`config.mk`:
```
export PLATFORM = sky130hd
export DESIGN_NAME = alu_arith
export DESIGN_NICKNAME = d
export VERILOG_FILES = /design/src/alu_types_pkg.sv /design/src/alu_path_pkg.sv /design/src/alu_arith.sv
export VERILOG_INCLUDE_DIRS = /design/src /design/src/src
export SDC_FILE = /design/constraint.sdc
export NUM_CORES = 1
export LEC_CHECK = 0
export BUFFER_PORTS_ARGS = -buffer_cell sky130_fd_sc_hd__buf_2
export CAP_MARGIN = 20
export CORE_ASPECT_RATIO = 0.5
export CORE_MARGIN = 3
export CORE_UTILIZATION = 35
export DETAILED_ROUTE_END_ITERATION = 10
export PLACE_DENSITY = 0.52
export SETUP_SLACK_MARGIN = 0.5
export SYNTH_ARGS = -nofsm -noshare
export SYNTH_HDL_FRONTEND = slang
export SYNTH_SLANG_ARGS = --single-unit
```
`constraint.sdc`:
```
create_clock -name vclk -period 11.9
set_input_delay 1.785 -clock vclk [all_inputs]
set_output_delay 1.785 -clock vclk [all_outputs]
set_load 0.02 [all_outputs]
```
`src/alu_macros.svh`:
```
`ifndef ALU_MACROS_SVH
`define ALU_MACROS_SVH

// ########################################
// word format, Q6.10 signed
// ########################################

// data word width
`define ALU_DATA_W 16

// fraction bits of the Q6.10 word
`define ALU_FRAC_W 10

// ########################################
// opcode and accumulator bank
// ########################################

// opcode width
`define ALU_OP_W 4

// number of accumulator entries
`define ALU_ACC_DEPTH 16

// width of one accumulator entry
`define ALU_ACC_W 20

`endif
```
`src/alu_types_pkg.sv`:
```
`include "alu_macros.svh"

package alu_types_pkg;

    // one Q6.10 word
    typedef logic signed [`ALU_DATA_W-1:0] alu_data_t;

    // one accumulator entry, wider than the word to absorb partial overflow
    typedef logic signed [`ALU_ACC_W-1:0] alu_acc_t;

    // opcodes, reserved codes return zero
    typedef enum logic [`ALU_OP_W-1:0] {
        OP_SADD     = 4'd0,
        OP_SSUB     = 4'd1,
        OP_SMUL     = 4'd2,
        OP_SACC     = 4'd3,
        OP_RSV_SFPS = 4'd4,
        OP_XOR      = 4'd5,
        OP_ARST     = 4'd6,
        OP_LROT     = 4'd7,
        OP_CLZR     = 4'd8,
        OP_RSV_RMT4 = 4'd9
    } alu_op_e;

    // one request as held in the operand register
    typedef struct packed {
        alu_op_e   op;
        alu_data_t a;
        alu_data_t b;
    } alu_req_t;

endpackage

```
`src/alu_path_pkg.sv`:
```
package alu_path_pkg;

    import alu_types_pkg::*;

    // controller states
    typedef enum logic [1:0] {
        ST_RST     = 2'b00,
        ST_ACCEPT  = 2'b01,
        ST_PROCESS = 2'b10,
        ST_DONE    = 2'b11
    } alu_state_e;

    // saturated results of the arithmetic block
    typedef struct packed {
        alu_data_t sum;
        alu_data_t diff;
        alu_data_t prod;
    } arith_res_t;

    // results of the bit manipulation block
    typedef struct packed {
        alu_data_t xor_v;
        alu_data_t sra_v;
        alu_data_t rol_v;
        alu_data_t clz_v;
    } bitops_res_t;

endpackage

```
`src/alu_arith.sv`:
```
`include "alu_macros.svh"

module alu_arith
    import alu_types_pkg::*, alu_path_pkg::*;
(
    input  alu_req_t   i_req,
    output arith_res_t o_res
);

    localparam int DATA_W   = `ALU_DATA_W;
    localparam int FRAC_W   = `ALU_FRAC_W;
    localparam int PROD_W   = 2 * DATA_W;
    localparam int SCALED_W = PROD_W - FRAC_W;

    localparam logic signed [PROD_W-1:0] RND_INC = PROD_W'(1) << FRAC_W;

    logic signed [DATA_W:0]     sum_w;
    logic signed [DATA_W:0]     diff_w;
    logic signed [PROD_W-1:0]   prod_full;
    logic signed [PROD_W-1:0]   prod_rnd;
    logic signed [SCALED_W-1:0] prod_scaled;

    // clamp a wide signed value into one word
    function automatic alu_data_t sat_word(input logic signed [SCALED_W-1:0] v);
        logic [SCALED_W-DATA_W:0] top;
        top = v[SCALED_W-1:DATA_W-1];
        if ((&top) || !(|top)) begin
            return v[DATA_W-1:0];
        end
        // max for positive overflow, min for negative
        return {v[SCALED_W-1], {(DATA_W-1){~v[SCALED_W-1]}}};
    endfunction

    // ########################################
    // add and subtract with one guard bit
    // ########################################

    assign sum_w  = i_req.a + i_req.b;
    assign diff_w = i_req.a - i_req.b;

    // ########################################
    // rounded multiply
    // ########################################

    always_comb begin
        prod_full = i_req.a * i_req.b;
        prod_rnd  = prod_full;
        // round up on the first dropped fraction bit
        if (prod_full[FRAC_W-1]) begin
            prod_rnd = prod_full + RND_INC;
        end
        prod_scaled = prod_rnd[PROD_W-1:FRAC_W];
    end

    assign o_res.sum  = sat_word(sum_w);
    assign o_res.diff = sat_word(diff_w);
    assign o_res.prod = sat_word(prod_scaled);

endmodule

```
==> run_results.csv <==
group,metric,value,unit
outcome,outcome,"complete, no violations",
timing,finalHoldViolCount,0,
final_layout,layout-drive-gt1-share,13.6,%
global_routing,antenna_found_initial,1,
worst_setup_path,critPathMaxStageDelay,620,ps
timing,rsz0062_at_grt,"no",
global_routing,grt_max_degree,18,
worst_setup_path,crit_top_cell,"fa_1",
final_layout,nFlopsAndLatches,0,
drt,drt_iter0_markers,587,
yosys,avgSynthCellArea,8.41,um^2
yosys,mappedNetlistArea,0.0122,mm^2
global_routing,grt_pass1_wl,53.8,mm
yosys,syn_nets,1861,
drt,post_drt_wl_per_cell,16.0,um
timing,slew_viol_final,0,
drt,vias,9742,
worst_setup_path,critPathCaptureType,"primary output",
final_layout,multiInputGateArea,0.0110,mm^2
timing,finalSetupViolCount,0,
drt,wl,31.7,mm
yosys,netlist-cell-type-count,71,
worst_setup_path,startpoint_type,"input port",
place,place_congestion,0.865,
run,maxCapViolations,0,
yosys,synthTopCellsByCount,"343 x inv_1, 263 x fa_1, 150 x nand2_1",
global_routing,grt_usage,17.7,%
worst_setup_path,worst_path_max_delay_cell,"or4_4",
timing,tightest_slew,974,ps
place,port_buffers,80,
final_layout,regArea,0,um^2
die,start_util,36.1,%
drt,drc_errors,0,
global_routing,gr-total-overflow,0,
worst_setup_path,path_class,"in -> out",
yosys,syn_inst,1449,
timing,period_needed,11110,ps
yosys,yosysSeqAreaShare,0,%
yosys,yosys_warnings,0,
timing,setup_tns,0,ps
place,dp_hpwl,27.2,mm
yosys,netlist.area_leader.share,43.2,%
hold_path,hold_path.class,"in -> out",
die,dieArea,0.0372,mm^2
timing,max_freq,0.0900,GHz
clock_tree,holdBufCountCts,0,
final_layout,antenna_cells,0,
die,die_h,138,um
yosys,synth_largest_area_cell,"fa_1",
global_routing,grt_pass1_vias,10500,
worst_setup_path,crit_required,10120,ps
drt,ant_nets,0,
die,top_level_ports,84,
final_layout,nNetsFinal,1937,
worst_setup_path,cp_data_arrival_time,9320,ps
timing,period_share,93.3,%
drt,vias_per_cell,4.90,
timing,relSlewSlack,34.8,%
die,coreArea,0.0337,mm^2
final_layout,area_growth,12.4,%
final_layout,fill_cells,3423,
yosys,synthTopCellsByArea,"fa_1 43%, ha_1 12%, inv_1 11%",
drt,drt-pass1-iter-count,5,
worst_setup_path,crit_path_max_fanout,10,
final_layout,clkbuf_count,0,
die,dieWidth,270,um
yosys,post-synth-top-count-cell,"inv_1",
die,num_rows,47,
-- repair_timing --
action                                 4_1_cts  5_1_grt
setup buffers                                2       16
endpoints found under the hold margin        0        0
pin swaps                                    0       20
setup endpoints to repair                   15       16
gates resized for setup                      9       74
gates cloned                                 0        1
-- placed cells by master (no fill, tap or decap), drive strengths merged, types with 15 or more instances in the layout --
cell type | synthesis | routed
inv | 343 | 340
and2 | 96 | 96
xor2 | 30 | 30
nor2 | 71 | 71
fa | 263 | 263
o21ai | 45 | 45
nand2 | 151 | 151
buf | 9 | 115
a21o | 15 | 15
a21oi | 73 | 73
ha | 113 | 113
xnor2 | 41 | 41
-- through the flow --
stage	setup WS [ps]	instance area [um^2]	hold WS (ps)	std cells	utilization (%)
floorplan	1270	12200	3830	1449	-
global placement	291	13200	4300	1969	39.0
detailed placement	289	13200	4300	1969	39.0
CTS	503	13200	4300	1971	39.2
global route	452	13700	4320	1988	40.6
finish	794	13700	4270	1988	40.6
-- layout make-up --
| class | count | share of cell area [%] |
|---|---|---|
| Inverter | 344 | 9.52 |
| Multi-Input combinational cell | 1053 | 80.1 |
| Tap cell | 465 | 4.25 |
| Timing Repair Buffer | 126 | 6.10 |
-- kinds of logic after synthesis --
logic type	synth area share, %
and+or+nand+nor	16.5
muxes	0.339
adders and majority gates	54.8
xor gates and xnor gates	5.17
buffers and inverters	12.5
AOI/OAI and AO/OA	10.6
-- critical path, delay by kind of cell --
family / cells / cell delay, ps
AO/OA/AOI/OAI: 7 / 1560
XOR/XNOR: 1 / 170
adder cells (fa/ha/maj): 7 / 2950
buffers and inverters: 10 / 1310
AND/OR/NAND/NOR: 5 / 1530
-- layer usage --
layer	wire length [um]	vias up	track usage [%]
li1	-	4562	-
met1	14700	4998	24.5
met2	15700	160	32.5
met3	935	22	0.691
met4	350	0	1.68
met5	0	-	0
-- final timing paths --
kind / to / from / cells after the start / slack [ps]
worst min-delay path: o_res[40] / i_req[23] / 6 / 4270
worst max-delay path: o_res[1] / i_req[1] / 30 / 790
Power is not shown: default switching activity piles up to over one toggle a cycle in this logic, so the estimate is an artifact.
