[config.mk]
export PLATFORM = sky130hd
export DESIGN_NAME = alu_bitops
export DESIGN_NICKNAME = d
export VERILOG_FILES = /design/src/alu_types_pkg.sv /design/src/alu_path_pkg.sv /design/src/alu_bitops.sv
export VERILOG_INCLUDE_DIRS = /design/src /design/src/src
export SDC_FILE = /design/constraint.sdc
export NUM_CORES = 1
export LEC_CHECK = 0
export BUFFER_PORTS_ARGS = -buffer_cell sky130_fd_sc_hd__buf_2
export CAP_MARGIN = 30
export CORE_MARGIN = 2
export CORE_UTILIZATION = 40
export DETAILED_ROUTE_END_ITERATION = 12
export PLACE_DENSITY_LB_ADDON = 0.05
export SYNTH_ARGS = -nofsm -noshare
export SYNTH_HDL_FRONTEND = slang
export SYNTH_SLANG_ARGS = --single-unit
export TNS_END_PERCENT = 10
[constraint.sdc]
create_clock -name vclk -period 36.8
set_clock_uncertainty 0.1 [all_clocks]
set_input_delay 11.04 -clock vclk [all_inputs]
set_output_delay 11.04 -clock vclk [all_outputs]
set_load 0.01 [all_outputs]
[src/alu_macros.svh]
`ifndef ALU_MACROS_SVH
`define ALU_MACROS_SVH

// ########################################
// word format, Q6.10 signed
// ########################################

// data word width
`define ALU_DATA_W 16

// fraction bits of the Q6.10 word
`define ALU_FRAC_W 10

// ########################################
// opcode and accumulator bank
// ########################################

// opcode width
`define ALU_OP_W 4

// number of accumulator entries
`define ALU_ACC_DEPTH 16

// width of one accumulator entry
`define ALU_ACC_W 20

`endif
[src/alu_types_pkg.sv]
`include "alu_macros.svh"

package alu_types_pkg;

    // one Q6.10 word
    typedef logic signed [`ALU_DATA_W-1:0] alu_data_t;

    // one accumulator entry, wider than the word to absorb partial overflow
    typedef logic signed [`ALU_ACC_W-1:0] alu_acc_t;

    // opcodes, reserved codes return zero
    typedef enum logic [`ALU_OP_W-1:0] {
        OP_SADD     = 4'd0,
        OP_SSUB     = 4'd1,
        OP_SMUL     = 4'd2,
        OP_SACC     = 4'd3,
        OP_RSV_SFPS = 4'd4,
        OP_XOR      = 4'd5,
        OP_ARST     = 4'd6,
        OP_LROT     = 4'd7,
        OP_CLZR     = 4'd8,
        OP_RSV_RMT4 = 4'd9
    } alu_op_e;

    // one request as held in the operand register
    typedef struct packed {
        alu_op_e   op;
        alu_data_t a;
        alu_data_t b;
    } alu_req_t;

endpackage

[src/alu_path_pkg.sv]
package alu_path_pkg;

    import alu_types_pkg::*;

    // controller states
    typedef enum logic [1:0] {
        ST_RST     = 2'b00,
        ST_ACCEPT  = 2'b01,
        ST_PROCESS = 2'b10,
        ST_DONE    = 2'b11
    } alu_state_e;

    // saturated results of the arithmetic block
    typedef struct packed {
        alu_data_t sum;
        alu_data_t diff;
        alu_data_t prod;
    } arith_res_t;

    // results of the bit manipulation block
    typedef struct packed {
        alu_data_t xor_v;
        alu_data_t sra_v;
        alu_data_t rol_v;
        alu_data_t clz_v;
    } bitops_res_t;

endpackage

[src/alu_bitops.sv]
`include "alu_macros.svh"

module alu_bitops
    import alu_types_pkg::*, alu_path_pkg::*;
(
    input  alu_req_t    i_req,
    output bitops_res_t o_res
);

    localparam int DATA_W  = `ALU_DATA_W;
    localparam int SHAMT_W = $clog2(DATA_W);

    logic [SHAMT_W-1:0]  shamt;
    logic                shift_all;
    logic [2*DATA_W-1:0] rot_pair;

    // leading zeros of a word, 16 for an all-zero input
    function automatic alu_data_t count_lz(input alu_data_t v);
        alu_data_t n;
        logic      seen;
        n    = '0;
        seen = 1'b0;
        for (int i = DATA_W - 1; i >= 0; i--) begin
            if (v[i]) begin
                seen = 1'b1;
            end else if (!seen) begin
                n = n + 1'b1;
            end
        end
        return n;
    endfunction

    assign shamt = i_req.b[SHAMT_W-1:0];
    // any upper bit set means a shift past the word
    assign shift_all = |i_req.b[DATA_W-1:SHAMT_W];

    assign o_res.xor_v = i_req.a ^ i_req.b;

    assign o_res.sra_v = shift_all ? $signed({DATA_W{i_req.a[DATA_W-1]}})
                                   : $signed(i_req.a) >>> shamt;

    // rotate by shifting a doubled copy
    assign rot_pair    = {i_req.a, i_req.a} << shamt;
    assign o_res.rol_v = rot_pair[2*DATA_W-1:DATA_W];

    assign o_res.clz_v = count_lz(i_req.a);

endmodule

==> results.cfg, run 1 <==
[place]
place.gp.congestion = 0.868
dpl.hpwl_um = 7280
port_buffers = 87

[route]
vias = 3341
avgViaCountPerCell = 5.78
wl_per_cell_um = 15.9
routed_wl_um = 9180
drt_pre_antenna_iters = 5
detail-route-antenna-nets = 0
drc = 0
first_iter_violations = 114

[timing]
relSlewSlack_pct = 45.1
worst_pin_slew_ns = 0.824
grt_setup_unrepaired = no
min_period_ns = 30.58
final_hold_viol_count = 0
period_share_pct = 83.1
finalSetupTns_ns = 0
drv_slew = 0
fmax_mhz = 32.7
setup_violations = 0

[floorplan]
start_util_pct = 41.3
dieArea_mm2 = 0.00866
rows = 32
io_pins = 100
die_h_um = 93.1
core_area_mm2 = 0.00769
die_w_um = 93.1

[synthesis]
synth_most_common_cell = nor2_1
syn_avg_cell_area_um2 = 7.38
yosys-top-cells-area = mux4_2 (16%), mux2i_1 (8.5%), xor2_1 (6.3%), nor2_1 (5.6%), o21ai_0 (5.0%)
synth_top_cell_by_area = mux4_2
netlist_top_cells_count = nor2_1 (47), o21ai_0 (32), clkbuf_1 (28)
yosysTopAreaCellShare_pct = 16.3
syn_area_mm2 = 0.00317
ys_warn_count = 0
ys_seq_area_share_pct = 0
synth_cell_types = 62
syn_inst = 430

[global_route]
grt_max_degree = 48
overflow = 0
grt_usage_pct = 20.5
grt_pass1_vias = 3067
antenna_found_initial = 0
grt_pass1_wl_um = 15000

[worst_setup_path]
worstSetupPathType = input port to output port
crit_path_start_kind = input port
crit_fanout = 24
worstPathArrival_ns = 19.44
cpMostUsedCell = ha_1
slowest_stage = maj3_1
cp-end-kind = output port
slowest_delay_ns = 0.37
required_ns = 25.66

[finish]
syn_to_final_growth_pct = 11.2
n_sequential_cell = 0
nNetsFinal = 526
seq_area_um2 = 0
num_antenna_cells = 0
clockBufferCount = 0
drive_above_1_share_pct = 29.6

[pwr]
ir_worst_vdd_mv = 0.00445
power.density_mw_per_mm2 = 11.7
leakage_uw = 0.00149
total_power_uw = 41.3

[outcome]
status = finished clean

[job]
drv_cap = 0

[clock_tree]
post_cts_buffers = 0
postCtsHoldBufs = 0
post_cts_resized = 0

[min_path]
hold_class = input port to output port
layout make-up:
class	count	area [um^2]
Fill cell	839	4160
Inverter	7	26.3
Multi-Input combinational cell	382	2940
Tap cell	102	128
Timing Repair Buffer	87	435
report_power, final:
| part | leakage [uW] | internal, uW | total (uW) | switching [uW] |
|---|---|---|---|---|
| Combinational | 0.00149 | 18.0 | 41.3 | 23.3 |
| Clock | 0 | 0 | 0 | 0 |
| Sequential | 0 | 0 | 0 | 0 |
routing by layer:
| layer | GRT usage [%] | vias up | wire [um] |
|---|---|---|---|
| met3 | 0.242 | 0 | 280 |
| met1 | 28.0 | 1591 | 4230 |
| met4 | 0 | 0 | 0 |
| li1 | - | 1682 | - |
| met5 | 0 | - | 0 |
| met2 | 38.8 | 68 | 4660 |
placed cells by master (no fill, tap or decap), drive strengths merged, types with 2 or more instances in the layout:
cell type | Yosys | layout
conb | 1 | 9
or2 | 4 | 4
or4 | 2 | 2
o21a | 2 | 2
nor2 | 48 | 48
and2 | 2 | 2
mux2i | 27 | 27
nand2b | 13 | 13
and3 | 7 | 7
o41ai | 2 | 2
o21ba | 2 | 2
nor4b | 2 | 2
mux2 | 14 | 14
nand2 | 25 | 25
nor2b | 10 | 10
o21ai | 33 | 33
o2111ai | 2 | 2
o211ai | 5 | 5
buf | 21 | 87
xnor2 | 10 | 10
inv | 7 | 7
mux4 | 23 | 23
a211oi | 10 | 10
nand4 | 6 | 6
nor3 | 15 | 15
nor4 | 6 | 6
o31ai | 4 | 4
a31oi | 5 | 5
a21o | 3 | 3
ha | 12 | 12
xor2 | 25 | 25
or3 | 2 | 2
nor3b | 2 | 2
nand4b | 2 | 2
nand3 | 9 | 9
a21oi | 26 | 26
and4 | 3 | 3
through the flow:
stage / area [um^2] / hold WS, ns / setup WS (ns) / std cells / utilization [%]
6_report: 3530 / 22.26 / 6.22 / 578 / 45.9
2_1_floorplan: 3200 / 22.06 / 6.89 / 438 / -
4_1_cts: 3530 / 22.26 / 6.20 / 578 / 45.9
3_5_place_dp: 3530 / 22.26 / 6.23 / 578 / 45.9
5_1_grt: 3530 / 22.27 / 5.73 / 578 / 45.9
3_3_place_gp: 3530 / 22.25 / 6.36 / 578 / 45.9
kinds of logic (layout without fill, tap and decap cells):
group	Yosys count	in the layout	share of synthesized area (%)
AO/OA/AOI/OAI	102	102	20.3
XOR/XNOR	35	35	10.1
adder cells (fa/ha/maj)	13	13	5.05
buffers and inverters	56	94	8.36
multiplexers	64	64	29.8
other	1	9	0.118
AND/OR/NAND/NOR	159	159	26.3
path summary, 6_finish.rpt:
check / cells past startpoint / slack [ns] / endpoint / start
min: 3 / 22.26 / o_res[60] / i_req[12]
max: 41 / 6.22 / o_res[6] / i_req[31]
critical path: cells and delay by family:
kind | cells | cell delay, ns
adders and majority gates | 13 | 3.83
and+or+nand+nor | 12 | 0.99
buffers and inverters | 3 | 0.58
muxes | 8 | 1.72
AOI/OAI and AO/OA | 5 | 1.24
Power figures use the tool's default switching activity.
==> inputs of run 2 (changes only) <==
Settings changed: ABC_AREA set to 1.
Clock period 36.8 ns to 27 ns, I/O delays scaled along.
==> results.cfg, run 2 <==
[global_route]
met3_usage_pct = 0.249
grt_pass1_wl_um = 14400
gr-max-usage-layer = met2
overflow = 0
met2_usage_pct = 36.1
grt_pass1_vias = 3269
antenna_found_initial = 0
grt_max_degree = 34
grt_usage_pct = 19.6
globalRouteMet1Util_pct = 26.5

[min_path]
hold_end = o_res[62]
hold_class = input port to output port
holdCritStartpoint = i_req[14]
hold-path-cell-count = 3

[floorplan]
core_area_mm2 = 0.00733
io_pins = 100
rows = 31
dieArea_mm2 = 0.00838
start_util_pct = 41.8
die_w_um = 91.5
die_h_um = 91.5

[route]
detail-route-antenna-nets = 0
wl_per_cell_um = 11.2
drc = 0
first_iter_violations = 111
avgViaCountPerCell = 4.93
vias = 3700
routed_wl_um = 8410
drt_pre_antenna_iters = 4

[finish]
num_antenna_cells = 0
layout_commonest_cell = nand2_1
drive_above_1_share_pct = 23.3
syn_to_final_growth_pct = 13.5
nNetsFinal = 702
n_sequential_cell = 0
seq_area_um2 = 0
mostFrequentLayoutCells = nand2_1 (189), buf_2 (87), inv_1 (78)
clockBufferCount = 0

[worst_setup_path]
cpMostUsedCell = nand2_1
crit_fanout = 10
crit_family = adder cells
slowest_delay_ns = 0.31
cp-end-kind = output port
worstPathArrival_ns = 14.71
worstSetupPathType = input port to output port
slowest_stage = ha_1
crit_path_start_kind = input port
crit_buf_inv = 7
required_ns = 18.80
path_depth = 45

[pwr]
pwr-share-clk_pct = 0
ir_worst_vdd_mv = 0.00691
power.density_mw_per_mm2 = 14.0
pwr-share-comb_pct = 100.0
p_switching_uw = 31.9
leakage_uw = 0.00202
p_seq_share_pct = 0
switching_share_pct = 65.7
internal_power_uw = 16.7
total_power_uw = 48.6

[synthesis]
synth_cell_types = 38
synth_most_common_cell = nand2_1
syn_area_mm2 = 0.00307
yosys-top-cells-area = nand2_1 (23%), o21ai_0 (12%), inv_1 (9.6%), nand3_1 (5.9%), a21oi_1 (4.9%)
ys_seq_area_share_pct = 0
ys_warn_count = 0
netlist_top_cells_count = nand2_1 (189), inv_1 (78), o21ai_0 (71)
syn_avg_cell_area_um2 = 5.19
yosysTopAreaCellShare_pct = 23.1
syn_inst = 591
synth_top_cell_by_area = nand2_1

[timing]
worst_pin_slew_ns = 0.825
min_period_ns = 22.91
grt_setup_unrepaired = no
drv_slew = 0
fmax_mhz = 43.6
finalSetupTns_ns = 0
relSlewSlack_pct = 44.9
final_hold_viol_count = 0
period_share_pct = 84.9
setup_violations = 0

[place]
place.gp.congestion = 0.819
port_buffers = 87
dpl.hpwl_um = 7190

[clock_tree]
post_cts_resized = 0
postCtsHoldBufs = 0
post_cts_buffers = 0

[outcome]
status = finished clean

[job]
drv_cap = 0
## run 2: power by group through the flow
stage	combinational [uW]	sequential [uW]	clock, uW
3_5_place_dp	48.6	0	0
4_1_cts	48.9	0	0
2_1_floorplan	33.7	0	0
5_1_grt	55.4	0	0
3_3_place_gp	48.2	0	0
6_report	48.6	0	0
## run 2: worst max-delay path by stage
stage / endpoint / startpoint
floorplan: o_res[4] / i_req[29]
global placement: o_res[4] / i_req[31]
global route: o_res[4] / i_req[31]
detailed placement: o_res[4] / i_req[31]
finish: o_res[4] / i_req[31]
CTS: o_res[4] / i_req[31]
## run 2: logic make-up after synthesis
kind of cell	after synthesis	share of synthesized area, %
muxes	2	0.653
AOI/OAI and AO/OA	119	20.8
and+or+nand+nor	315	51.7
xor gates and xnor gates	17	4.86
buffers and inverters	125	17.0
adders and majority gates	12	4.90
other	1	0.122
## run 2: cell type report
| cell class | count | area (um^2) |
|---|---|---|
| fillers | 816 | 3850 |
| multi-input cells | 474 | 2570 |
| repair buffers | 87 | 435 |
| inverters | 91 | 345 |
| well taps | 99 | 124 |
## run 2: metrics by stage
step	area [um^2]	cells	hold WS, ns	worst slack [ns]	util [%]
2_1_floorplan	3100	599	16.18	4.68	-
3_3_place_gp	3480	751	16.37	4.18	47.5
3_5_place_dp	3480	751	16.38	4.09	47.5
4_1_cts	3480	751	16.38	4.08	47.5
5_1_grt	3480	751	16.38	3.54	47.5
6_report	3480	751	16.38	4.09	47.5
## run 2: metal layers
layer	part of all wire, %	wire [um]	vias up
met5	0	0	-
met4	0.82	69	0
met3	3.3	280	4
met2	47	3970	80
met1	49	4090	1609
li1	-	-	2007
