`config.mk`:
```
export PLATFORM = sky130hd
export DESIGN_NAME = alu_acc
export DESIGN_NICKNAME = d
export VERILOG_FILES = /design/src/alu_types_pkg.sv /design/src/alu_acc.sv
export VERILOG_INCLUDE_DIRS = /design/src /design/src/src
export SDC_FILE = /design/constraint.sdc
export NUM_CORES = 1
export LEC_CHECK = 0
export ABC_CLOCK_PERIOD_IN_PS = 5200
export BUFFER_PORTS_ARGS = -buffer_cell sky130_fd_sc_hd__buf_4
export CELL_PAD_IN_SITES_DETAIL_PLACEMENT = 0
export CELL_PAD_IN_SITES_GLOBAL_PLACEMENT = 1
export CORE_MARGIN = 5
export CORE_UTILIZATION = 48
export DETAILED_ROUTE_END_ITERATION = 10
export GPL_TIMING_DRIVEN = 0
export PLACE_DENSITY = 0.79
export SYNTH_ARGS = -nofsm -noshare
export SYNTH_HDL_FRONTEND = slang
export SYNTH_SLANG_ARGS = --single-unit
```
`constraint.sdc`:
```
create_clock -name i_clk -period 5.2 [get_ports i_clk]
set_input_delay 1.04 -clock i_clk [delete_from_list [all_inputs] [get_ports i_clk]]
set_output_delay 1.04 -clock i_clk [all_outputs]
set_load 0.01 [all_outputs]
```
`src/alu_macros.svh`:
```
`ifndef ALU_MACROS_SVH
`define ALU_MACROS_SVH

// ########################################
// word format, Q6.10 signed
// ########################################

// data word width
`define ALU_DATA_W 16

// fraction bits of the Q6.10 word
`define ALU_FRAC_W 10

// ########################################
// opcode and accumulator bank
// ########################################

// opcode width
`define ALU_OP_W 4

// number of accumulator entries
`define ALU_ACC_DEPTH 16

// width of one accumulator entry
`define ALU_ACC_W 20

`endif
```
`src/alu_types_pkg.sv`:
```
`include "alu_macros.svh"

package alu_types_pkg;

    // one Q6.10 word
    typedef logic signed [`ALU_DATA_W-1:0] alu_data_t;

    // one accumulator entry, wider than the word to absorb partial overflow
    typedef logic signed [`ALU_ACC_W-1:0] alu_acc_t;

    // opcodes, reserved codes return zero
    typedef enum logic [`ALU_OP_W-1:0] {
        OP_SADD     = 4'd0,
        OP_SSUB     = 4'd1,
        OP_SMUL     = 4'd2,
        OP_SACC     = 4'd3,
        OP_RSV_SFPS = 4'd4,
        OP_XOR      = 4'd5,
        OP_ARST     = 4'd6,
        OP_LROT     = 4'd7,
        OP_CLZR     = 4'd8,
        OP_RSV_RMT4 = 4'd9
    } alu_op_e;

    // one request as held in the operand register
    typedef struct packed {
        alu_op_e   op;
        alu_data_t a;
        alu_data_t b;
    } alu_req_t;

endpackage

```
`src/alu_acc.sv`:
```
`include "alu_macros.svh"

module alu_acc
    import alu_types_pkg::*;
(
    input  logic      i_clk,
    input  logic      i_rst_n,
    input  logic      i_acc_en,
    input  alu_req_t  i_req,
    output alu_data_t o_value
);

    localparam int DATA_W = `ALU_DATA_W;
    localparam int ACC_W  = `ALU_ACC_W;
    localparam int DEPTH  = `ALU_ACC_DEPTH;
    localparam int IDX_W  = $clog2(DEPTH);

    alu_acc_t              acc_mem [DEPTH];
    logic [IDX_W-1:0]      idx;
    alu_acc_t              entry;
    logic signed [ACC_W:0] acc_sum;
    logic [ACC_W-DATA_W:0] top;

    // index from the low bits of operand a
    assign idx     = i_req.a[IDX_W-1:0];
    assign entry   = acc_mem[idx];
    assign acc_sum = entry + i_req.b;

    always_ff @(posedge i_clk) begin
        if (!i_rst_n) begin
            for (int i = 0; i < DEPTH; i++) begin
                acc_mem[i] <= '0;
            end
        end else if (i_acc_en) begin
            acc_mem[idx] <= acc_sum[ACC_W-1:0];
        end
    end

    // saturated readout of the indexed entry
    assign top     = entry[ACC_W-1:DATA_W-1];
    assign o_value = ((&top) || !(|top)) ? entry[DATA_W-1:0]
                                         : {entry[ACC_W-1], {(DATA_W-1){~entry[ACC_W-1]}}};

    // the running sum must stay inside the entry width
    assert property (@(posedge i_clk) disable iff (!i_rst_n)
        i_acc_en |-> (acc_sum[ACC_W] == acc_sum[ACC_W-1]));

endmodule

```
==> results.py, run 1 <==
metrics = {
    "final_layout": {
        "fin_area_um2": 16900,
        "num-nets-final": 1181,
        "area_growth_syn_to_layout_pct": 13.2,
        "n_antenna_cell": 0,
        "top_regs": "acc_mem: 320 flops",
        "fillers": 2472,
        "drive_above_1_share_pct": 19.8,
        "multiInputGateArea_um2": 5020,
        "top_register": "acc_mem",
        "largest_reg_flops": 320,
        "instances_no_fill": 1535,
        "seqCellArea_um2": 9610,
    },
    "synth": {
        "synth.distinct_cells": 51,
        "synth_xor_area_share_pct": 0.921,
        "synth-main-ff-cell": "edfxtp_1",
        "synth_seq_area_share_pct": 64.3,
        "syn_area_um2": 14900,
        "syn_nets": 1102,
        "yosysTopAreaCellShare_pct": 64.3,
        "synth_top_area_cell": "edfxtp_1",
        "yosysMostFrequentCell": "edfxtp_1",
        "synth_edf_count": 320,
        "yosys-top-cells-area": "edfxtp_1, mux4_2, nor2_1",
        "synthArstFlopShare_pct": 0,
        "avgSynthCellArea_um2": 14.3,
        "synth_compound_area_share_pct": 2.97,
        "syn_inst": 1043,
        "synthTopCellsByCount": "edfxtp_1, nor2_1, mux4_2",
        "synth_seq_cells": 320,
        "synth_warnings": 0,
        "synth.area.mux_share_pct": 15.0,
        "synth_simple_gate_area_share_pct": 12.3,
        "synth_top_family_by_area": "multiplexers",
        "synth_adder_area_share_pct": 1.72,
    },
    "placement": {
        "dp_hpwl_um": 27100,
        "place_area_um2": 15700,
        "portBuffers": 35,
        "gp_congestion": 0.831,
        "dp.cells": 1474,
    },
    "timing": {
        "finalClockSkew_ns": 0.0234,
        "post-route-period-util_pct": 97.8,
        "fmax_ghz": 0.197,
        "finalHoldViolCount": 0,
        "slew_violations": 0,
        "rsz0062_at_grt": "yes",
        "setup_viol": 0,
        "max_slew_margin_pct": 23.8,
        "layout_min_cycle_time_ns": 5.09,
        "worst_slew_pin_slew_ns": 1.14,
    },
    "power_and_ir_drop": {
        "cellLeakagePower_uw": 0.00616,
        "power_density_nw_per_um2": 374,
        "ir_drop_mv": 0.183,
        "total_power_uw": 6320,
    },
    "drt": {
        "viasPerCell": 5.96,
        "drt-initial-drc-count": 854,
        "drt-pass1-iter-count": 5,
        "ant_nets": 0,
        "drc_errors": 0,
        "wire_per_inst_um": 24.8,
        "vias": 9145,
        "wl_um": 38100,
    },
    "grt": {
        "grt_use_total_pct": 21.7,
        "grt_pass1_vias": 9359,
        "grt_pass1_wl_um": 57800,
        "grt_max_degree": 21,
        "overflow": 0,
        "antenna_found_initial": 1,
    },
    "clock_tree": {
        "cts_buffers": 34,
        "clk_pin_slew_worst_paths_ns": 0.06,
        "hold_buffers": 0,
        "cts_buffer_depth": 3,
        "insertion_delay_ns": 0.51,
        "cts-root-buf": "clkbuf_16",
        "clock-sinks": 320,
        "htree_levels": 2,
        "cts_tree": "yes",
    },
    "worst_setup_path": {
        "path_class": "input port to flip-flop",
        "arrival_ns": 5.33,
        "worst-path-buf-inv": 4,
        "path_cells": "buf_2 -> buf_4 -> clkbuf_4 -> mux4_2 -> mux4_2 -> ha_1 -> fa_1 -> a21o_1 -> nand4_1 -> a211oi_1 -> nor2_2 -> mux2i_4 -> buf_2 -> nor3b_1",
        "slowest_delay_ns": 0.55,
        "crit_required_ns": 5.45,
        "crit_path_start_kind": "input port",
        "cp_max_fo": 10,
        "slowest_stage": "mux4_2",
        "cp-end-kind": "flip-flop",
        "crit_family": "multiplexers",
    },
    "floorplan": {
        "die_area_um2": 34800,
        "die_h_um": 186,
        "fp-row-count": 64,
        "chipWidth_um": 186,
        "start_util_pct": 48.7,
        "core-area_um2": 30700,
        "ioPinCount": 55,
    },
    "outcome": {
        "status": "completed",
    },
    "flow_run": {
        "drv_cap": 0,
    },
    "worst_hold_path": {
        "hp-class": "input port to flip-flop",
    },
}
==> per-stage QoR <==
stage / TNS, ns / util [%] / hold slack, ns / setup slack [ns]
final: 0 / 55.2 / 1.09 / 0.114
after global routing: -0.131 / 55.2 / 1.13 / -0.0264
after CTS: 0 / 54.9 / 1.09 / 0.0487
after detailed placement: -263.83 / 51.2 / 1.30 / -1.40
after global placement: -244.12 / 51.2 / 1.27 / -1.30
after floorplan: 0 / - / 1.13 / 0.336
==> metal layers <==
| metal | up-vias | wire (um) | track usage, % |
|---|---|---|---|
| li1 | 4065 | - | - |
| met1 | 4637 | 15300 | 29.6 |
| met2 | 378 | 18400 | 35.4 |
| met3 | 65 | 3480 | 5.47 |
| met4 | 0 | 1010 | 5.61 |
| met5 | - | 0 | 0 |
==> worst paths after layout <==
path	from	to	slack (ns)	cells past startpoint
max	i_req[17]	acc_mem[11][18]	0.11	14
min	i_req[0]	acc_mem[2][0]	1.09	4
max reg2reg	acc_mem[11][0]	acc_mem[11][18]	1.11	11
min reg2reg	acc_mem[14][0]	acc_mem[2][0]	1.31	5
==> cell families after synthesis <==
| logic type | count (synthesis) |
|---|---|
| AO/OA/AOI/OAI | 62 |
| XOR/XNOR | 14 |
| adder cells (fa/ha/maj) | 20 |
| buffers and inverters | 98 |
| flip-flops | 320 |
| multiplexers | 100 |
| AND/OR/NAND/NOR | 429 |
==> layout by cell type (no fill, tap or decap), types with 6 or more instances in the layout <==
cell type | Yosys | layout
a21o_1 | 8 | 8
nor3_1 | 35 | 34
clkbuf_1 | 66 | 54
a21oi_1 | 15 | 14
nor3b_1 | 32 | 32
inv_1 | 8 | 8
buf_2 | 18 | 12
o21ai_0 | 8 | 6
clkinv_2 | 0 | 6
ha_1 | 19 | 19
nor2_1 | 265 | 264
edfxtp_1 | 320 | 320
buf_4 | 2 | 49
clkbuf_2 | 0 | 10
nand2_1 | 75 | 75
mux4_1 | 14 | 14
mux4_2 | 81 | 81
a22oi_1 | 8 | 8
clkinv_1 | 0 | 8
clkbuf_16 | 0 | 37
==> worst register-to-register path: cells and delay by family (launching register included) <==
family,cells,cell delay (ns)
AO/OA/AOI/OAI,2,0.36
adder cells (fa/ha/maj),2,0.76
multiplexers,3,1.50
AND/OR/NAND/NOR,3,0.56
buffers and inverters,1,0.30
flip-flops,1,0.36
==> power by group <==
group	switching, uW	internal, uW	leakage [uW]	total [uW]
clock network	949	1270	0.000498	2220
logic	733	392	0.00235	1120
registers	27.2	2950	0.00331	2980
==> layout make-up <==
class | instances | share of cell area [%]
plain buffers | 89 | 2.56
clock buffers | 38 | 5.50
clock inverters | 15 | 0.407
inverters | 8 | 0.178
multi-input cells | 625 | 29.7
flip-flops and latches | 320 | 56.8
well taps | 396 | 2.93
repair buffers | 44 | 1.95
==> repair_timing <==
action,in CTS,in global routing
resized for setup,29,18
setup buffers,3,6
endpoints found under the setup margin,244,89
pin swaps,1,2
Note: power is estimated with default switching activity, not from simulation.
==> run 2, diff against run 1 <==
--- a/config.mk
+++ b/config.mk
@@ -13,8 +13,8 @@
 export CORE_MARGIN = 5
 export CORE_UTILIZATION = 48
 export DETAILED_ROUTE_END_ITERATION = 10
-export GPL_TIMING_DRIVEN = 0
 export PLACE_DENSITY = 0.79
+export SLEW_MARGIN = 40
 export SYNTH_ARGS = -nofsm -noshare
 export SYNTH_HDL_FRONTEND = slang
 export SYNTH_SLANG_ARGS = --single-unit
==> run 2 against run 1 <==
Compared with the run above:
- sequential power hardly changed
- clock-buffer cell count is 2 higher
- sequential share of layout area is 0.063 points lower
- maximum frequency is 5.9% higher
- via count is 2.9% higher
- routed wire length is 7.3% higher
- die area stayed put
==> results.py, run 2 (synthesis gave the netlist of run 1 again) <==
metrics = {
    "outcome": {
        "status": "completed",
    },
    "worst_setup_path": {
        "slowest_delay_ns": 0.64,
        "reg2reg_to": "acc_mem[2][16]",
        "rr_worst_depth": 10,
        "path_cells": "buf_4 -> buf_12 -> buf_4 -> mux4_1 -> a22oi_1 -> nand2_1 -> a41o_1 -> nand2_1 -> nand2_1 -> buf_4",
        "cp_max_fo": 21,
        "crit_path_start_kind": "input port",
        "crit_family": "compound AO/OA/AOI/OAI gates",
        "worst-r2r-setup-slack_ns": 1.31,
        "r2r_start": "acc_mem[15][0]",
        "slowest_stage": "mux4_1",
        "cp-end-kind": "output port",
        "path_class": "input port to output port",
        "arrival_ns": 3.76,
        "worst-path-buf-inv": 4,
        "crit_required_ns": 4.16,
    },
    "timing": {
        "slew_violations": 0,
        "finalHoldViolCount": 0,
        "finalClockSkew_ns": 0.0171,
        "fmax_ghz": 0.208,
        "setup_viol": 0,
        "worst_slew_pin_slew_ns": 0.739,
        "max_slew_margin_pct": 50.7,
        "tns_ns": 0,
        "rsz0062_at_grt": "no",
        "layout_min_cycle_time_ns": 4.80,
        "post-route-period-util_pct": 92.3,
    },
    "worst_hold_path": {
        "hp-class": "input port to flip-flop",
        "holdCritStartpoint": "i_rst_n",
        "min_to": "acc_mem[14][18]",
        "hold_depth": 2,
    },
    "final_layout": {
        "top_register": "acc_mem",
        "instances_no_fill": 1515,
        "largest_reg_flops": 320,
        "fin_area_um2": 16900,
        "n_antenna_cell": 0,
        "num-nets-final": 1157,
        "top_regs": "acc_mem: 320 flops",
        "final_common_cell": "edfxtp_1",
        "final_cell_mix": "edfxtp_1, nor2_1, buf_4, mux4_2, nand2_1",
        "drive_above_1_share_pct": 21.5,
        "area_growth_syn_to_layout_pct": 13.3,
    },
    "grt": {
        "antenna_found_initial": 0,
        "overflow": 0,
        "grt_pass1_wl_um": 60500,
        "grt_max_degree": 37,
        "grt_pass1_vias": 9372,
        "grt_use_total_pct": 23.2,
    },
    "clock_tree": {
        "htree_levels": 2,
        "cts_tree": "yes",
        "clk_pin_slew_worst_paths_ns": 0.06,
        "cts-root-buf": "clkbuf_16",
        "insertion_delay_ns": 0.51,
        "cts_buffer_depth": 3,
        "ctsResizeCount": 0,
        "cts_buffers": 34,
        "hold_buffers": 0,
        "post_cts_buffers": 0,
        "clock-sinks": 320,
    },
    "drt": {
        "drt-initial-drc-count": 1255,
        "viasPerCell": 6.21,
        "drt-pass1-iter-count": 5,
        "wire_per_inst_um": 27.0,
        "wl_um": 40900,
        "ant_nets": 0,
        "drc_errors": 0,
        "vias": 9409,
    },
    "placement": {
        "gp_congestion": 0.869,
        "dp.cells": 1458,
        "place_area_um2": 15900,
        "portBuffers": 38,
        "dp_hpwl_um": 25200,
    },
    "floorplan": {
        "die_h_um": 186,
        "die_area_um2": 34800,
        "ioPinCount": 55,
        "core-area_um2": 30700,
        "chipWidth_um": 186,
        "fp-row-count": 64,
        "start_util_pct": 48.7,
    },
    "power_and_ir_drop": {
        "power_density_nw_per_um2": 372,
        "cellLeakagePower_uw": 0.00622,
        "ir_drop_mv": 0.300,
    },
    "flow_run": {
        "drv_cap": 0,
    },
}
-- run 2: cell count changes in the layout (fill, tap and decap cells not counted), sizes merged --
| cell | before | now |
|---|---|---|
| bufinv | 0 | 1 |
| buf | 66 | 109 |
| clkinvlp | 0 | 1 |
| clkbuf | 105 | 40 |
-- run 2: worst max-delay path by stage --
stage / from / to / slack, ns / depth (start not counted)
final: i_req[16] / o_value[2] / 0.40 / 10
after global routing: i_req[16] / o_value[4] / 0.23 / 10
after CTS: i_req[16] / o_value[4] / 0.41 / 10
after floorplan: i_req[16] / acc_mem[10][10] / 0.34 / 14
after global placement: i_req[16] / acc_mem[15][18] / 0.17 / 13
after detailed placement: i_req[17] / acc_mem[6][16] / 0.14 / 11
-- run 2: through the flow --
step           worst slack (ns)  utilization, %  power [uW]  hold slack, ns
2_1_floorplan             0.336               -        3690            1.13
3_3_place_gp              0.171            52.0        4100            1.45
3_5_place_dp              0.136            52.0        4120            1.46
4_1_cts                   0.411            55.2        6320            1.09
5_1_grt                   0.234            55.2        6530            1.12
6_report                  0.399            55.2        6300            1.10
-- run 2: layer usage --
metal	up-vias	wire [um]	track usage (%)
li1	4030	-	-
met1	4774	16200	33.8
met2	534	19100	36.4
met3	71	4620	5.14
met4	0	998	5.44
met5	-	0	0
-- run 2: where the power goes --
part           total (uW)  switching [uW]  internal (uW)
Combinational        1100             706            397
Clock                2230             952           1270
Sequential           2970            25.7           2950
-- run 2: final cells by class --
class,instances,area [um^2]
well taps,396,495
flip-flops and latches,320,9610
inverters,8,30.0
multi-input cells,625,4920
clock inverters,17,105
clock buffers,40,895
repair buffers,109,881
fillers,2517,13700
