File: config.mk
export PLATFORM = sky130hd
export DESIGN_NAME = alu_ctrl
export DESIGN_NICKNAME = d
export VERILOG_FILES = /design/src/alu_types_pkg.sv /design/src/alu_path_pkg.sv /design/src/alu_ctrl.sv
export VERILOG_INCLUDE_DIRS = /design/src /design/src/src
export SDC_FILE = /design/constraint.sdc
export NUM_CORES = 1
export LEC_CHECK = 0
export BUFFER_PORTS_ARGS = -buffer_cell sky130_fd_sc_hd__buf_2
export CORE_ASPECT_RATIO = 0.7
export CORE_MARGIN = 10
export CORE_UTILIZATION = 25
export DETAILED_ROUTE_END_ITERATION = 6
export PLACE_DENSITY_LB_ADDON = 0.05
export SLEW_MARGIN = 20
export SYNTH_ARGS = -nofsm -noshare
export SYNTH_HDL_FRONTEND = slang
export SYNTH_SLANG_ARGS = --single-unit
File: constraint.sdc
create_clock -name i_clk -period 2.37 [get_ports i_clk]
set_clock_uncertainty 0.1 [all_clocks]
set_input_delay 0.474 -clock i_clk [delete_from_list [all_inputs] [get_ports i_clk]]
set_output_delay 0.474 -clock i_clk [all_outputs]
set_load 0.02 [all_outputs]
File: src/alu_macros.svh
`ifndef ALU_MACROS_SVH
`define ALU_MACROS_SVH

// ########################################
// word format, Q6.10 signed
// ########################################

// data word width
`define ALU_DATA_W 16

// fraction bits of the Q6.10 word
`define ALU_FRAC_W 10

// ########################################
// opcode and accumulator bank
// ########################################

// opcode width
`define ALU_OP_W 4

// number of accumulator entries
`define ALU_ACC_DEPTH 16

// width of one accumulator entry
`define ALU_ACC_W 20

`endif
File: src/alu_types_pkg.sv
`include "alu_macros.svh"

package alu_types_pkg;

    // one Q6.10 word
    typedef logic signed [`ALU_DATA_W-1:0] alu_data_t;

    // one accumulator entry, wider than the word to absorb partial overflow
    typedef logic signed [`ALU_ACC_W-1:0] alu_acc_t;

    // opcodes, reserved codes return zero
    typedef enum logic [`ALU_OP_W-1:0] {
        OP_SADD     = 4'd0,
        OP_SSUB     = 4'd1,
        OP_SMUL     = 4'd2,
        OP_SACC     = 4'd3,
        OP_RSV_SFPS = 4'd4,
        OP_XOR      = 4'd5,
        OP_ARST     = 4'd6,
        OP_LROT     = 4'd7,
        OP_CLZR     = 4'd8,
        OP_RSV_RMT4 = 4'd9
    } alu_op_e;

    // one request as held in the operand register
    typedef struct packed {
        alu_op_e   op;
        alu_data_t a;
        alu_data_t b;
    } alu_req_t;

endpackage

File: src/alu_path_pkg.sv
package alu_path_pkg;

    import alu_types_pkg::*;

    // controller states
    typedef enum logic [1:0] {
        ST_RST     = 2'b00,
        ST_ACCEPT  = 2'b01,
        ST_PROCESS = 2'b10,
        ST_DONE    = 2'b11
    } alu_state_e;

    // saturated results of the arithmetic block
    typedef struct packed {
        alu_data_t sum;
        alu_data_t diff;
        alu_data_t prod;
    } arith_res_t;

    // results of the bit manipulation block
    typedef struct packed {
        alu_data_t xor_v;
        alu_data_t sra_v;
        alu_data_t rol_v;
        alu_data_t clz_v;
    } bitops_res_t;

endpackage

File: src/alu_ctrl.sv
module alu_ctrl
    import alu_types_pkg::*, alu_path_pkg::*;
(
    input  logic        i_clk,
    input  logic        i_rst_n,
    input  logic        i_in_valid,
    input  alu_op_e     i_op,
    input  alu_data_t   i_a,
    input  alu_data_t   i_b,
    input  arith_res_t  i_arith,
    input  bitops_res_t i_bitops,
    input  alu_data_t   i_acc,
    output alu_req_t    o_req,
    output logic        o_acc_en,
    output logic        o_busy,
    output logic        o_out_valid,
    output alu_data_t   o_data
);

    alu_state_e state;
    alu_state_e next_state;
    alu_req_t   req_q;
    logic       take;

    // ########################################
    // state machine
    // ########################################

    assign take = (state == ST_ACCEPT) && i_in_valid;

    always_ff @(posedge i_clk) begin
        if (!i_rst_n) begin
            state <= ST_RST;
        end else begin
            state <= next_state;
        end
    end

    always_comb begin
        next_state = state;
        case (state)
            ST_RST:     next_state = ST_ACCEPT;
            ST_ACCEPT:  next_state = take ? ST_PROCESS : ST_ACCEPT;
            ST_PROCESS: next_state = ST_DONE;
            ST_DONE:    next_state = ST_ACCEPT;
        endcase
    end

    assign o_busy      = (state != ST_ACCEPT);
    assign o_out_valid = (state == ST_DONE);
    // accumulator write happens on the processing edge only
    assign o_acc_en    = (state == ST_PROCESS) && (req_q.op == OP_SACC);

    // ########################################
    // operand register and result select
    // ########################################

    always_ff @(posedge i_clk) begin
        if (take) begin
            req_q <= '{op: i_op, a: i_a, b: i_b};
        end
    end

    assign o_req = req_q;

    always_comb begin
        case (req_q.op)
            OP_SADD: o_data = i_arith.sum;
            OP_SSUB: o_data = i_arith.diff;
            OP_SMUL: o_data = i_arith.prod;
            OP_SACC: o_data = i_acc;
            OP_XOR:  o_data = i_bitops.xor_v;
            OP_ARST: o_data = i_bitops.sra_v;
            OP_LROT: o_data = i_bitops.rol_v;
            OP_CLZR: o_data = i_bitops.clz_v;
            // reserved and unused codes
            default: o_data = '0;
        endcase
    end

    // a result is never shown while new requests can be taken
    assert property (@(posedge i_clk) disable iff (!i_rst_n) o_out_valid |-> o_busy);

    // processing always takes exactly one cycle
    assert property (@(posedge i_clk) disable iff (!i_rst_n)
        (state == ST_PROCESS) |=> (state == ST_DONE));

    assert property (@(posedge i_clk) disable iff (!i_rst_n)
        o_acc_en |-> (state == ST_PROCESS));

endmodule

==> flow_summary.yaml, run 1 <==
setup_path:
  critPathSlowestCell: "edfxtp_1"
  critPathMaxStageDelay_ns: 0.41
  crit_family: "buffers and inverters"
  path_buf_inv: 3
  critical_path.endpoint_type: "output port"
  critPathKind: "reg -> out"
  rr_worst_depth: 3
  cp-startpoint: "o_req[32]"
  worstPathRequired_ns: 1.80
  arrival_ns: 1.85
  start_kind: "flip-flop"
  path_cells: "buf_6, buf_12, mux2_4, a222oi_1, o21ai_1, buf_4"
  r2r-start: "state[1]"
  r2r_slack_ns: 0.92
  timing.rr.end: "o_req[28]"
  crit_fanout: 7
synthesis:
  yosysSeqAreaShare_pct: 47.6
  yosys_warnings: 0
  yosysTopAreaCell: "edfxtp_1"
  synth_fp_nets: 331
  synth_top_area_share_pct: 45.9
  ys_seq_elements: 38
  yosysUniqueCellTypes: 28
  syn_area_um2: 2350
  syn_area_per_cell_um2: 14.4
  yosys-top-cells-area: "edfxtp_1 46%, mux2_2 13%, a22oi_2 10%"
  syn_inst: 164
min_path:
  hold_path_depth: 1
  hp-start: "i_b[9]"
  whs_endpoint: "o_req[9]"
  hp-class: "in -> reg"
clocking:
  clockBufferDepth: 2
  cts_tree: "yes"
  clk_pin_slew_ns: 0.05
  holdBufCountCts: 0
  clk_latency_ns: 0.27
  numCtsBuffers: 5
  cts_num_sinks: 38
  cts_max_level: 2
  cts_root_buf: "clkbuf_16"
sta:
  fin_crit_sh_pct: 102
  tightestPinTransition_ns: 0.462
  max_clock_freq_ghz: 0.412
  slew_violations: 0
  setup_violations: 11
  hold_viol_final: 0
  hold_ws_ns: 0.267
  rsz0062_at_grt: "true"
  period_minus_slack_ns: 2.43
  setup_ws_ns: -0.0567
  max-slew-margin-rel_pct: 69.2
route:
  drc: 0
  drtPass1Iterations: 4
  viasPerCell: 4.60
  detail-route-antenna-nets: 0
  drtIter0Drc: 73
  avgRoutedWirePerCell_um: 19.6
  drt_wl_total_um: 10400
  vias: 2436
cells_and_area:
  layout-drive-gt1-share_pct: 80.0
  nets: 572
  final_common_cell: "buf_2"
  final_cell_area_um2: 4120
  diodes: 0
  most-common-layout-cells: "205 x buf_2, 36 x edfxtp_1, 28 x mux2_2, 28 x a22oi_2"
  area_growth_pct: 74.8
floorplanning:
  die-area_um2: 13800
  rows: 29
  core_um2: 9110
  die_x_um: 136
  ios: 222
  die_y_um: 101
  initial_core_util_pct: 25.9
grt:
  grt_max_degree: 37
  grtUsageTotal_pct: 14.3
  grt_pass1_vias: 2749
  grt_pass1_wl_um: 15400
  grt-ovfl-total: 0
  antenna_found_initial: 0
status:
  violations: "negative setup slack"
  outcome: "finished, violations left"
placed_design:
  place_congestion: 0.805
  dp_hpwl_um: 8590
  numPortBuffers: 221
  dpl_cell_area_um2: 3660
power:
  p_leak_nw: 1.83
  p_per_area_nw_per_um2: 460
  power_mw: 1.89
  vdd_ir_drop_max_mv: 0.310
flow_run:
  maxCapViolations: 0
metrics by stage:
step                      setup slack, ns  std cells  util [%]  TNS [ns]
after floorplan                     0.185        164         -         0
after global placement           0.000323        507      40.1         0
after detailed placement           0.0196        507      40.1         0
after CTS                         -0.0575        524      44.0    -0.248
after global routing               -0.129        530      45.2     -1.40
final                             -0.0567        530      45.2    -0.361
area by class of cell:
cell class                      count  area (um^2)
Inverter                            1         3.75
Timing Repair Buffer              248         1520
Fill cell                         878         4990
Sequential cell                    38         1120
Clock buffer                        6          129
Tap cell                          124          155
Multi-Input combinational cell    111         1180
Clock inverter                      2         8.76
logic make-up (layout without fill, tap and decap cells):
family | Yosys count | after routing | share of synthesized area (%)
AOI/OAI and AO/OA | 64 | 64 | 26.4
buffers and inverters | 15 | 257 | 4.94
muxes | 33 | 33 | 15.8
and+or+nand+nor | 14 | 14 | 5.31
DFF | 38 | 38 | 47.6
routing by layer:
layer,vias up,part of all wire (%),global-route usage [%]
li1,1170,-,-
met1,1136,40,16.7
met2,122,48,23.8
met3,8,10,6.73
met4,0,0.99,2.94
met5,-,0,0
state kept, by name, summed over array words and instances (netlist names):
| name | cells |
|---|---|
| state | 2 |
| o_req | 36 |
worst max-delay path by stage:
stage	depth (start not counted)	end	slack, ns
global route	6	o_data[14]	-0.13
finish	6	o_data[14]	-0.06
detailed placement	4	o_data[14]	0.02
global placement	4	o_data[14]	0.0003
CTS	6	o_data[14]	-0.06
floorplan	4	o_acc_en	0.19
Yosys cell counts:
library cell and instances:
inv_1 1, and4b_1 1, o211ai_1 6, nand3b_1 1, clkbuf_2 1, nor4_1 1
nor4b_4 1, mux2_1 5, o21ai_1 1, and2b_1 1, nor3_2 1, nor3b_4 1
buf_4 1, dfxtp_1 2, buf_2 7, a222oi_1 1, a22oi_1 27, nor2b_1 1
and2_1 2, edfxtp_1 36, a22oi_2 19, buf_6 4, mux2_2 28, a21boi_0 1
buf_12 1, nand2b_1 3, o211ai_2 9, nand2_1 1
where the power goes:
| part | total, mW | switching, mW | internal [mW] |
|---|---|---|---|
| Clock | 0.614 | 0.231 | 0.383 |
| Sequential | 0.782 | 0.00942 | 0.773 |
| Combinational | 0.497 | 0.236 | 0.260 |
what timing repair did:
item,in CTS,in global routing
buffers inserted,8,5
endpoints found under the setup margin,16,16
pin swaps,14,9
resized for setup,38,10
cloned,2,1
No activity file was read; power rests on OpenSTA's default activity.
==> run 2, diff against run 1 <==
--- a/config.mk
+++ b/config.mk
@@ -7,11 +7,13 @@
 export NUM_CORES = 1
 export LEC_CHECK = 0
 export BUFFER_PORTS_ARGS = -buffer_cell sky130_fd_sc_hd__buf_2
+export CAP_MARGIN = 20
 export CORE_ASPECT_RATIO = 0.7
 export CORE_MARGIN = 10
 export CORE_UTILIZATION = 25
 export DETAILED_ROUTE_END_ITERATION = 6
 export PLACE_DENSITY_LB_ADDON = 0.05
+export SKIP_CTS_REPAIR_TIMING = 1
 export SLEW_MARGIN = 20
 export SYNTH_ARGS = -nofsm -noshare
 export SYNTH_HDL_FRONTEND = slang
==> run 2 against run 1 <==
Against the previous run: the run still ends with negative setup slack left; die area did not move; worst hold slack improved by 0.0015 ns; routed wire length fell by 1.4%; sequential power barely moved; global-route usage fell by 0.45 points; combinational power fell by 6.4%; highest routed layer unchanged.
==> flow_summary.yaml, run 2 (synthesis gave the netlist of run 1 again) <==
cells_and_area:
  nets: 566
  fillers: 899
  largest_reg_flops: 36
  regArea_um2: 1120
  multi_input_area_um2: 1150
  diodes: 0
  final_common_cell: "buf_2"
  stdcell_count: 524
  layout-drive-gt1-share_pct: 78.5
  area_growth_pct: 68.5
  most-common-layout-cells: "216 x buf_2, 36 x edfxtp_1, 28 x mux2_2, 24 x a22oi_2, 22 x a22oi_1"
status:
  violations: "negative setup slack"
  outcome: "finished, violations left"
grt:
  grt-ovfl-total: 0
  grt_util_met1_pct: 16.4
  antenna_found_initial: 0
  grt_util_met3_pct: 6.73
  grt_pass1_vias: 2657
  grtUsageMet2_pct: 22.9
  grt-busiest-layer: "met2"
  grt_pass1_wl_um: 14900
  grtUsageTotal_pct: 13.9
  grt_max_degree: 37
floorplanning:
  initial_core_util_pct: 25.9
  die-area_um2: 13800
  core_um2: 9110
  die_y_um: 101
  rows: 29
  ios: 222
  die_x_um: 136
clocking:
  cts_num_sinks: 38
  cts_root_buf: "clkbuf_16"
  clk_pin_slew_ns: 0.05
  numCtsBuffers: 5
  cts_tree: "yes"
  cts_max_level: 2
  clockBufferDepth: 2
  clk_latency_ns: 0.27
sta:
  fin_crit_sh_pct: 102
  setup_ws_ns: -0.0409
  period_minus_slack_ns: 2.41
  slew_violations: 0
  setup_violations: 7
  hold_viol_final: 0
  max-slew-margin-rel_pct: 69.0
  max_clock_freq_ghz: 0.415
  rsz0062_at_grt: "true"
  tightestPinTransition_ns: 0.466
setup_path:
  path_cells: "buf_6, buf_12, mux2_4, a222oi_1, o21ai_1, buf_4"
  critPathSlowestCell: "edfxtp_1"
  arrival_ns: 1.84
  crit_family: "buffers and inverters"
  cp_num_cells: 6
  crit_fanout: 14
  critical_path.endpoint_type: "output port"
  critPathMaxStageDelay_ns: 0.42
  path_buf_inv: 3
  critPathKind: "reg -> out"
  start_kind: "flip-flop"
  worstPathRequired_ns: 1.80
  rr_worst_depth: 3
power:
  p_per_area_nw_per_um2: 468
  power_mw: 1.86
  vdd_ir_drop_max_mv: 0.310
  p_leak_nw: 1.78
route:
  drt_wl_total_um: 10200
  viasPerCell: 4.55
  drtIter0Drc: 79
  detail-route-antenna-nets: 0
  vias: 2384
  drc: 0
  drtPass1Iterations: 4
  avgRoutedWirePerCell_um: 19.5
placed_design:
  dp_cells: 507
  dp_hpwl_um: 8590
  place_congestion: 0.805
  numPortBuffers: 221
min_path:
  hold_path_depth: 1
  hp-class: "in -> reg"
flow_run:
  maxCapViolations: 0
run 2: cell count changes in the layout (fill, tap and decap cells not counted), sizes merged:
cell / before / now
buf: 246 / 240
run 2: worst paths after layout:
| kind | from | end | slack, ns |
|---|---|---|---|
| worst max-delay path | o_req[32] | o_data[14] | -0.04 |
| worst max register to register | state[1] | o_req[28] | 0.91 |
| worst min register to register | state[1] | state[1] | 0.44 |
| worst min-delay path | i_b[9] | o_req[9] | 0.27 |
run 2: final cells by class:
cell class | count | share of cell area, %
clock buffer | 6 | 3.25
clock inverter | 2 | 0.221
inverter | 1 | 0.0946
multi-input combinational | 111 | 28.9
sequential | 38 | 28.2
tap | 124 | 3.91
timing repair buffer | 242 | 35.4
run 2: worst reg2reg max path, stage by stage, from the launching register on:
cell and delay (ns):
dfxtp_1 0.32, nand3b_1 0.20, inv_1 0.07, buf_4 0.40
run 2: per-stage QoR:
stage | instance area (um^2) | hold WS [ns] | utilization [%] | TNS (ns) | setup WS, ns
2_1_floorplan | 2350 | 0.392 | - | 0 | 0.185
3_3_place_gp | 3660 | 0.421 | 40.1 | 0 | 0.000323
3_5_place_dp | 3660 | 0.435 | 40.1 | 0 | 0.0196
4_1_cts | 3790 | 0.259 | 41.7 | -3.75 | -0.295
5_1_grt | 3970 | 0.254 | 43.6 | -1.53 | -0.126
6_report | 3970 | 0.269 | 43.6 | -0.113 | -0.0409
run 2: layer usage:
| metal | up-vias | part of all wire (%) |
|---|---|---|
| met2 | 114 | 48 |
| li1 | 1158 | - |
| met5 | - | 0 |
| met3 | 4 | 11 |
| met4 | 0 | 0.45 |
| met1 | 1108 | 41 |
run 2: report_power, final:
| group | switching [mW] | leakage (nW) | internal (mW) |
|---|---|---|---|
| sequential | 0.00891 | 0.350 | 0.773 |
| combinational | 0.228 | 1.36 | 0.237 |
| clock | 0.229 | 0.0683 | 0.383 |
| total | 0.466 | 1.78 | 1.39 |
==> run 3, diff against run 2 <==
--- a/config.mk
+++ b/config.mk
@@ -10,7 +10,7 @@
 export CAP_MARGIN = 20
 export CORE_ASPECT_RATIO = 0.7
 export CORE_MARGIN = 10
-export CORE_UTILIZATION = 25
+export CORE_UTILIZATION = 37
 export DETAILED_ROUTE_END_ITERATION = 6
 export PLACE_DENSITY_LB_ADDON = 0.05
 export SKIP_CTS_REPAIR_TIMING = 1
==> run 3 against run 2 <==
Against the previous run: the run still ends with negative setup slack left; sequential power is essentially flat; sequential share of layout area grew 0.27 points; power grew 4.2%; final cell count shrank 8.0%; die area shrank 27%; clock power grew 11%; clock-buffer cell count is the same; sequential cell count is the same; cell area shrank 0.95%; worst setup slack lost 0.061 ns; critical path type unchanged; critical endpoint is now o_data[0].
==> flow_summary.yaml, run 3 (synthesis gave the netlist of run 1 again) <==
status:
  outcome: "finished, violations left"
  violations: "negative setup slack"
grt:
  grt_pass1_wl_um: 14200
  grtUsageTotal_pct: 18.6
  grt_max_degree: 37
  grt-ovfl-total: 0
  grt_pass1_vias: 2459
  antenna_found_initial: 4
cells_and_area:
  multi_input_area_um2: 1160
  nets: 567
  final_cell_area_um2: 3930
  most-common-layout-cells: "205 x buf_2, 36 x edfxtp_1, 27 x mux2_2, 24 x a22oi_2"
  largest_reg_flops: 36
  final_common_cell: "buf_2"
  fillers: 521
  regArea_um2: 1120
  area_growth_pct: 67.0
  layout-drive-gt1-share_pct: 79.1
route:
  drtIter0Drc: 88
  top_layer_used: "met5"
  avgRoutedWirePerCell_um: 21.3
  wl_met1_um: 3930
  drtPass1Iterations: 4
  met2_length_um: 5100
  detail-route-antenna-nets: 0
  drc: 0
  viasPerCell: 5.06
  drt_wl_total_um: 10200
  wl_met3_um: 1100
  vias: 2441
setup_path:
  critPathKind: "reg -> out"
  r2r-start: "state[1]"
  r2r_slack_ns: 0.91
  start_kind: "flip-flop"
  crit_fanout: 8
  cp-startpoint: "o_req[34]"
  critical_path.endpoint_type: "output port"
  rr_worst_depth: 3
  timing.rr.end: "o_req[23]"
  worstPathRequired_ns: 1.80
  arrival_ns: 1.90
sta:
  slew_violations: 0
  rsz0062_at_grt: "true"
  period_minus_slack_ns: 2.47
  hold_viol_final: 0
  hold_ws_ns: 0.248
  setup_ws_ns: -0.102
  tightestPinTransition_ns: 0.463
  max_clock_freq_ghz: 0.405
  max-slew-margin-rel_pct: 69.2
  setup_violations: 16
  fin_crit_sh_pct: 104
clocking:
  clockBufferDepth: 2
  cts_num_sinks: 38
  cts_tree: "yes"
  clk_latency_ns: 0.29
  clk_pin_slew_ns: 0.08
  cts_max_level: 2
  cts_root_buf: "clkbuf_8"
  numCtsBuffers: 5
placed_design:
  numPortBuffers: 221
  dpl_cell_area_um2: 3540
  place_congestion: 0.877
  dp_hpwl_um: 8500
flow_run:
  maxCapViolations: 0
power:
  vdd_ir_drop_max_mv: 0.298
  p_leak_nw: 1.78
  p_per_area_nw_per_um2: 493
floorplanning:
  die-area_um2: 10000
  rows: 24
  core_um2: 6220
  die_y_um: 86.7
  die_x_um: 115
  ios: 222
  initial_core_util_pct: 37.9
min_path:
  hp-start: "i_a[15]"
  hold_path_depth: 1
  hp-class: "in -> reg"
  whs_endpoint: "o_req[31]"
==> run 3: cell types whose count changed in the layout (fill, tap and decap cells not counted), sizes merged <==
cell / previous run / this run
dlymetal6s2s: 0 / 1
clkinv: 2 / 0
diode: 0 / 3
bufinv: 0 / 2
clkbuf: 8 / 7
buf: 240 / 241
==> run 3: worst max-delay path: stages (launching register included) <==
cell,delay (ns)
edfxtp_1,0.51
buf_6,0.17
nor4b_4,0.23
buf_4,0.19
buf_12,0.13
a22oi_1,0.09
o211ai_1,0.10
buf_4,0.17
==> run 3: final cells by class <==
cell class              count  area share [%]
repair buffers            243            35.7
multi-input cells         111            29.4
flip-flops and latches     38            28.5
well taps                  78            2.48
clock buffers               6            2.10
clock inverters             2            1.53
diodes                      3           0.191
inverters                   1          0.0955
==> run 3: stage by stage <==
stage	util, %	instances	TNS [ns]	setup WS (ns)	power (mW)
6_report	63.2	482	-1.28	-0.102	1.94
5_1_grt	63.2	480	-2.54	-0.187	2.03
4_1_cts	59.3	468	-2.69	-0.205	1.91
3_5_place_dp	57.0	460	0	0.121	1.23
3_3_place_gp	57.0	460	0	0.153	1.22
2_1_floorplan	-	164	0	0.185	1.01
==> run 3: worst max path at each step <==
stage | end | slack [ns] | depth (start not counted)
after detailed placement | o_data[3] | 0.12 | 5
after global routing | o_data[2] | -0.19 | 7
after CTS | o_data[3] | -0.21 | 5
final | o_data[0] | -0.10 | 7
after floorplan | o_acc_en | 0.19 | 4
after global placement | o_data[15] | 0.15 | 5
==> run 3: report_power, final <==
group	internal (mW)	total, mW	leakage [nW]	switching [mW]
Clock	0.449	0.680	0.0714	0.231
Combinational	0.245	0.474	1.36	0.229
Sequential	0.771	0.783	0.350	0.0118
Total	1.46	1.94	1.78	0.472
==> run 3: per-layer routing <==
layer | track usage [%] | vias up
met5 | 0 | -
met4 | 4.47 | 2
met3 | 8.63 | 11
met2 | 31.2 | 128
met1 | 21.0 | 1138
li1 | - | 1162
